$ cat src/logic/eth_tx_pkg.sv
package eth_tx_pkg;

  ////////////////////////////////////////////////////////////////////////////
  // Sizes
  ////////////////////////////////////////////////////////////////////////////
  localparam int N_CHAN      = 2;
  localparam int BUF_FRAMES  = 2;     // Slots per buffer, also initial credits
  localparam int MAX_PAYLOAD = 1500;
  localparam int MIN_PAYLOAD = 46;    // 60-byte frame before FCS
  localparam int IFG_BYTES   = 12;

  localparam int CHAN_W   = (N_CHAN > 1) ? $clog2(N_CHAN) : 1;
  localparam int SLOT_W   = (BUF_FRAMES > 1) ? $clog2(BUF_FRAMES) : 1;
  localparam int CREDIT_W = $clog2(BUF_FRAMES + 1);
  localparam int MEM_DEPTH = BUF_FRAMES * MAX_PAYLOAD;
  localparam int ADDR_W    = $clog2(MEM_DEPTH);

  typedef logic [7:0]          byte_t;
  typedef logic [47:0]         mac_addr_t;
  typedef logic [15:0]         ethertype_t;
  typedef logic [CHAN_W-1:0]   chan_t;
  typedef logic [10:0]         len_t;
  typedef logic [31:0]         crc_t;
  typedef logic [CREDIT_W-1:0] credit_t;
  typedef logic [SLOT_W-1:0]   slot_t;
  typedef logic [ADDR_W-1:0]   addr_t;

  ////////////////////////////////////////////////////////////////////////////
  // Frame format
  ////////////////////////////////////////////////////////////////////////////
  localparam mac_addr_t DEV_MAC = 48'h02_1a_c4_70_3e_05; // Locally administered

  localparam int PREAMBLE_BYTES = 7;
  localparam int HDR_BYTES      = 14; // dst + src + EtherType
  localparam int FCS_BYTES      = 4;

  localparam byte_t PREAMBLE_BYTE = 8'h55;
  localparam byte_t SFD_BYTE      = 8'hd5;
  localparam crc_t  CRC_POLY      = 32'hedb88320; // Reflected 802.3 polynomial

  typedef enum logic [2:0] {
    IDLE, PREAMBLE, HEADER, PAYLOAD, PAD, FCS, GAP
  } framer_state_t;

  typedef enum logic {
    SELECT, BUSY
  } mux_state_t;

endpackage

$ cat src/logic/eth_tx_ifs.sv


// Frame source (buffer or mux) to frame sink (mux or framer)
interface mac_tx_if import eth_tx_pkg::*; ();

  mac_addr_t  dst;
  ethertype_t etype;
  len_t       len;
  logic       rdy;      // Complete frame held, metadata valid
  logic       req;      // Payload byte wanted next cycle
  logic       acc;      // Metadata taken
  byte_t      strm_dat;
  logic       strm_val;
  logic       done;     // Last FCS byte is out

  modport source (
    output dst, etype, len, rdy, strm_dat, strm_val,
    input  req, acc, done
  );

  modport sink (
    input  dst, etype, len, rdy, strm_dat, strm_val,
    output req, acc, done
  );

endinterface

$ cat src/logic/mac_tx_framer.sv
`timescale 1ns/1ns

module mac_tx_framer import eth_tx_pkg::*; (
  input  logic   clk,
  input  logic   rst,
  mac_tx_if.sink snk,
  output byte_t  gmii_dat,
  output logic   gmii_val
);

  framer_state_t          state;
  len_t                   cnt;      // Byte index inside the current state
  mac_addr_t              dst_q;
  ethertype_t             etype_q;
  len_t                   len_q;
  crc_t                   crc;
  crc_t                   fcs;
  logic [HDR_BYTES*8-1:0] hdr;

  // One byte of the reflected CRC-32, LSB first
  function automatic crc_t crc_next(crc_t c, byte_t d);
    crc_t r;
    r = c ^ {24'h0, d};
    for (int i = 0; i < 8; i++) begin
      r = r[0] ? ((r >> 1) ^ CRC_POLY) : (r >> 1);
    end
    return r;
  endfunction

  assign hdr = {dst_q, DEV_MAC, etype_q};
  assign fcs = ~crc;

  ////////////////////////////////////////////////////////////////////////////
  // Handshake with the frame source
  ////////////////////////////////////////////////////////////////////////////
  assign snk.acc  = (state == IDLE) && snk.rdy;
  // Asked one cycle ahead, so the last header byte already requests
  assign snk.req  = ((state == HEADER) && (cnt == len_t'(HDR_BYTES - 1))) ||
                    ((state == PAYLOAD) && (cnt < len_q - 1'b1));
  assign snk.done = (state == GAP) && (cnt == '0);

  always_ff @(posedge clk) begin
    if (snk.acc) begin
      dst_q   <= snk.dst;
      etype_q <= snk.etype;
      len_q   <= snk.len;
    end
  end

  ////////////////////////////////////////////////////////////////////////////
  // Byte output
  ////////////////////////////////////////////////////////////////////////////
  always_comb begin
    case (state)
      PREAMBLE: gmii_dat = (cnt == len_t'(PREAMBLE_BYTES)) ? SFD_BYTE : PREAMBLE_BYTE;
      HEADER:   gmii_dat = hdr[8 * (HDR_BYTES - 1 - cnt) +: 8]; // dst high byte first
      PAYLOAD:  gmii_dat = snk.strm_val ? snk.strm_dat : 8'h00;
      FCS:      gmii_dat = fcs[8 * cnt[1:0] +: 8];             // Low byte first
      default:  gmii_dat = 8'h00;                              // Pad and idle
    endcase
  end

  assign gmii_val = state inside {PREAMBLE, HEADER, PAYLOAD, PAD, FCS};

  always_ff @(posedge clk) begin
    if (rst) begin
      state <= IDLE;
      cnt   <= '0;
      crc   <= '1;
    end else begin
      cnt <= cnt + 1'b1;
      if (state inside {HEADER, PAYLOAD, PAD})
        crc <= crc_next(crc, gmii_dat);

      case (state)
        IDLE: begin
          cnt <= '0;
          if (snk.rdy) begin
            state <= PREAMBLE;
            crc   <= '1;
          end
        end
        PREAMBLE: if (cnt == len_t'(PREAMBLE_BYTES)) begin // SFD is byte 7
          state <= HEADER;
          cnt   <= '0;
        end
        HEADER: if (cnt == len_t'(HDR_BYTES - 1)) begin
          state <= PAYLOAD;
          cnt   <= '0;
        end
        PAYLOAD: if (cnt == len_q - 1'b1) begin
          if (len_q < len_t'(MIN_PAYLOAD)) begin
            state <= PAD;                               // cnt runs on into the pad
          end else begin
            state <= FCS;
            cnt   <= '0;
          end
        end
        PAD: if (cnt == len_t'(MIN_PAYLOAD - 1)) begin
          state <= FCS;
          cnt   <= '0;
        end
        FCS: if (cnt == len_t'(FCS_BYTES - 1)) begin
          state <= GAP;
          cnt   <= '0;
        end
        // Accept cycle in IDLE is the last idle byte of the gap
        GAP: if (cnt == len_t'(IFG_BYTES - 2)) begin
          state <= IDLE;
          cnt   <= '0;
        end
        default: state <= IDLE;
      endcase
    end
  end

endmodule

$ cat src/flat_wrapper.sv
// flat-port wrapper written by rule: the top's interface ports become plain ports
module mac_tx_framer_flat import eth_tx_pkg::*;
  (clk, rst, gmii_dat, gmii_val, snk_dst, snk_etype, snk_len, snk_rdy, snk_strm_dat, snk_strm_val, snk_req, snk_acc, snk_done);
  mac_tx_if snk_i ();
  input  logic clk;
  input  logic rst;
  output byte_t gmii_dat;
  output logic gmii_val;
  input wire logic [$bits(snk_i.dst)-1:0] snk_dst;
  input wire logic [$bits(snk_i.etype)-1:0] snk_etype;
  input wire logic [$bits(snk_i.len)-1:0] snk_len;
  input wire logic [$bits(snk_i.rdy)-1:0] snk_rdy;
  input wire logic [$bits(snk_i.strm_dat)-1:0] snk_strm_dat;
  input wire logic [$bits(snk_i.strm_val)-1:0] snk_strm_val;
  output wire logic [$bits(snk_i.req)-1:0] snk_req;
  output wire logic [$bits(snk_i.acc)-1:0] snk_acc;
  output wire logic [$bits(snk_i.done)-1:0] snk_done;
  assign snk_i.dst = snk_dst;
  assign snk_i.etype = snk_etype;
  assign snk_i.len = snk_len;
  assign snk_i.rdy = snk_rdy;
  assign snk_i.strm_dat = snk_strm_dat;
  assign snk_i.strm_val = snk_strm_val;
  assign snk_req = snk_i.req;
  assign snk_acc = snk_i.acc;
  assign snk_done = snk_i.done;
  mac_tx_framer u_core (.clk(clk), .rst(rst), .snk(snk_i), .gmii_dat(gmii_dat), .gmii_val(gmii_val));
endmodule
$ cat config.mk
export PLATFORM = sky130hd
export DESIGN_NAME = mac_tx_framer_flat
export DESIGN_NICKNAME = d
export VERILOG_FILES = /design/src/logic/eth_tx_pkg.sv /design/src/logic/eth_tx_ifs.sv /design/src/logic/mac_tx_framer.sv /design/src/flat_wrapper.sv
export SDC_FILE = /design/constraint.sdc
export NUM_CORES = 1
export LEC_CHECK = 0
export ABC_AREA = 1
export BUFFER_PORTS_ARGS = -buffer_cell sky130_fd_sc_hd__clkbuf_2
export CAP_MARGIN = 20
export CORE_MARGIN = 5
export CORE_UTILIZATION = 40
export DETAILED_ROUTE_END_ITERATION = 10
export PLACE_DENSITY = 0.58
export SETUP_SLACK_MARGIN = 0.5
export SYNTH_ARGS = -nofsm -noshare
export SYNTH_HDL_FRONTEND = slang
export SYNTH_SLANG_ARGS = --single-unit
$ cat constraint.sdc
create_clock -name clk -period 5.36 [get_ports clk]
set_clock_uncertainty 0.15 [all_clocks]
set_input_delay 0.268 -clock clk [delete_from_list [all_inputs] [get_ports clk]]
set_output_delay 0.268 -clock clk [all_outputs]
set_load 0.05 [all_outputs]
==> results.toml <==
[status]
status = "completed"

[global_routing]
antenna_found_initial = 1
grt_pass1_wl_um = 33600
grt_use_total = 0.195
grt_pass1_vias = 6621
grt_max_degree = 45
grt_overflow = 0

[setup_path]
crit_slowest_cell = "dfxtp_1"
crit_arrival_ns = 4.08
crit_path_start = "u_core.cnt[1]$_SDFF_PP0_"
cp_max_fo = 28
critical_path_buf_inv_count = 2
required_ns = 5.52
cpMostUsedCell = "nand2_1"
reg2reg_depth = 17
worstReg2RegEnd = "u_core.crc[24]$_SDFF_PP1_"
r2r-start = "u_core.cnt[1]$_SDFF_PP0_"
critical_path.max_stage_delay_ns = 0.60
cp.depth = 17
path_class = "reg -> reg"
rrSetupSlack_ns = 1.44
crit_family = "simple AND/OR/NAND/NOR gates"
crit_chain = "inv_2 > ha_1 > inv_1 > nor2_1 > a21oi_1 > nand2_1 > nand3_2 > nand2_2 > nand2_1 > nand2_1 > nand2_1 > nand2_2 > nand2_1 > nand2_1 > nand2_1 > nand3_1 > nand2_1"
end_kind = "register"
cp-start-kind = "register"
crit_path_end = "u_core.crc[24]$_SDFF_PP1_"

[routing]
viasPerCell = 5.06
first_iter_violations = 446
vias = 6704
drt_pass1_iterations = 5
wl_per_cell_um = 15.5
drc = 0
ant_nets = 0
routed_wl_um = 20600

[logic_synthesis]
ys_types = 42
synthesis.nets = 1022
synth-xor-area-share = 0.0464
yosysTopAreaCell = "edfxtp_1"
synth-compound-area-share = 0.103
synthMuxAreaShare = 0
synth_edf_count = 75
ys_seq_area_frac = 0.436
ys_ff_latch = 121
synth_common_cells = "nand2_1 (231), nand3_1 (128), a21oi_1 (75), edfxtp_1 (75), inv_1 (67)"
ys_warn_count = 0
synth_top_cell_area_share = 0.309
synthArstFlopShare = 0
synthTopCellsByArea = "edfxtp_1 (31%), dfxtp_1 (13%), nand2_1 (12%), nand3_1 (8.8%), a21oi_1 (5.2%)"
synth_ff_type = "edfxtp_1"
synth_top_family_by_area = "simple AND/OR/NAND/NOR gates"
syn_area_per_cell_um2 = 7.95
synth_simple_gate_area_frac = 0.320
synth_area_mm2 = 0.00728
synthAdderAreaFrac = 0.0326
synth_cells = 916
synth_most_common_cell = "nand2_1"

[layout]
multi_input_area_mm2 = 0.00366
fill_cells = 1695
seq_area_mm2 = 0.00317
drive_gt1_frac = 0.199
area_growth_pct = 28.4
antenna_cells = 0
final_nets = 1190

[pwr]
power_leakage_nw = 4.24
ir_drop_mv = 0.279
power_density_mw_per_mm2 = 574

[worst_hold_path]
hp-start = "snk_rdy"
hold_class = "in -> reg"

[sta]
final.setup.worst_slack_ns = 1.44
worstMarginPinSlew_ns = 0.825
setup_violations = 0
period_share = 0.732
hold_viol = 0
final_max_slew_viol_count = 0
fin_setup_tns_ns = 0
rsz0062_at_grt = "false"
post-route-min-period_ns = 3.92
relSlewSlack = 0.449
fmax_ghz = 0.255

[die]
core_mm2 = 0.0180
die_x_um = 145
row_count = 49
die_h_um = 145
die_area_mm2 = 0.0210
start_util = 0.405
num_io_pins = 99

[clocking]
cts_hold_buf = 76
clock-root-buffer = "clkbuf_16"
htreeDepth = 4
cts_buffers = 17
clkTransAtPathRegs_ns = 0.06
post_cts_buffers = 0
cts_tree = "built"
clk_path_buf_depth = 2
clock-sinks = 121
clk_latency_ns = 0.42
ctsResizeCount = 0

[placed_design]
port_buffers = 98
place_ws_ns = 1.42
place_congestion = 0.916
dpl.hpwl_um = 14100

[job]
cap_violations = 0
[routing by layer]
| metal | share of wire | wire length [um] | GRT usage | vias up |
|---|---|---|---|---|
| met5 | 0.00063 | 13 | 0 | - |
| met4 | 0.017 | 340 | 0.0607 | 2 |
| met3 | 0.047 | 965 | 0.0309 | 27 |
| met2 | 0.48 | 9820 | 0.322 | 194 |
| met1 | 0.46 | 9440 | 0.263 | 3040 |
| li1 | - | - | - | 3441 |
[area by class of cell]
class / instances / share of cell area
clock buffer: 17 / 0.0455
clock inverter: 15 / 0.0230
inverter: 75 / 0.0301
multi-input combinational: 688 / 0.392
sequential: 121 / 0.339
tap: 229 / 0.0306
timing repair buffer: 181 / 0.139
[sequential cells by signal (all words and copies together), names as in the netlist]
| name | cells |
|---|---|
| u_core.cnt | 11 |
| u_core.dst_q | 48 |
| u_core.len_q | 11 |
| u_core.crc | 32 |
| u_core.state | 3 |
| u_core.etype_q | 16 |
[cells by family (layout without fill, tap and decap cells)]
kind of cell,count (synthesis),in the layout
compound gates,136,136
flops,121,121
fa+ha+maj,19,19
simple gates,497,497
buf+inv,107,288
xor+xnor,36,36
[per-stage QoR]
step	power, mW	util	hold WS, ns	std cells	area, um2
finish	5.36	0.521	0.169	1326	9350
global route	5.76	0.521	0.224	1326	9350
CTS	5.37	0.521	0.146	1326	9350
detailed placement	4.06	0.443	0.297	1218	7950
global placement	4.06	0.443	0.295	1218	7950
floorplan	3.44	-	0.190	916	7280
[tightest hold or removal path, stage by stage]
cell      delay, ns
clkbuf_2       0.09
o21ai_0        0.14
inv_1          0.13
a21oi_1        0.07
[where the power goes]
part	total (mW)	internal (mW)	switching, mW
Sequential	1.39	1.25	0.143
Combinational	2.72	0.849	1.87
Clock	1.26	0.789	0.466
Total	5.36	2.89	2.48
[placed cells by master, fill, tap and decap left out, types with 4 or more instances in the layout]
cell type	count
nor2_2	5
xor2_1	27
edfxtp_1	75
clkbuf_2	98
nand2_4	8
inv_1	67
nand2_1	231
bufinv_16	4
inv_2	8
buf_4	7
ha_1	19
o211ai_1	6
inv_6	5
clkbuf_16	17
xnor2_1	6
dlygate4sd3_1	76
nand4_1	11
nand3_1	128
nand2_2	41
nor2_1	43
nand3_2	5
clkinv_4	5
nor3_1	11
or2_2	5
a21oi_1	75
dfxtp_1	46
o21ai_1	9
o21ai_0	33
[worst min-delay path by stage]
stage / end / cells after the start
6_report: u_core.state[0]$_SDFFE_PP0P_ / 4
5_1_grt: u_core.state[0]$_SDFFE_PP0P_ / 4
4_1_cts: u_core.state[0]$_SDFFE_PP0P_ / 4
3_5_place_dp: u_core.dst_q[4]$_DFFE_PP_ / 1
3_3_place_gp: u_core.dst_q[14]$_DFFE_PP_ / 1
2_1_floorplan: u_core.cnt[0]$_SDFF_PP0_ / 1
Power figures use the tool's default switching activity.
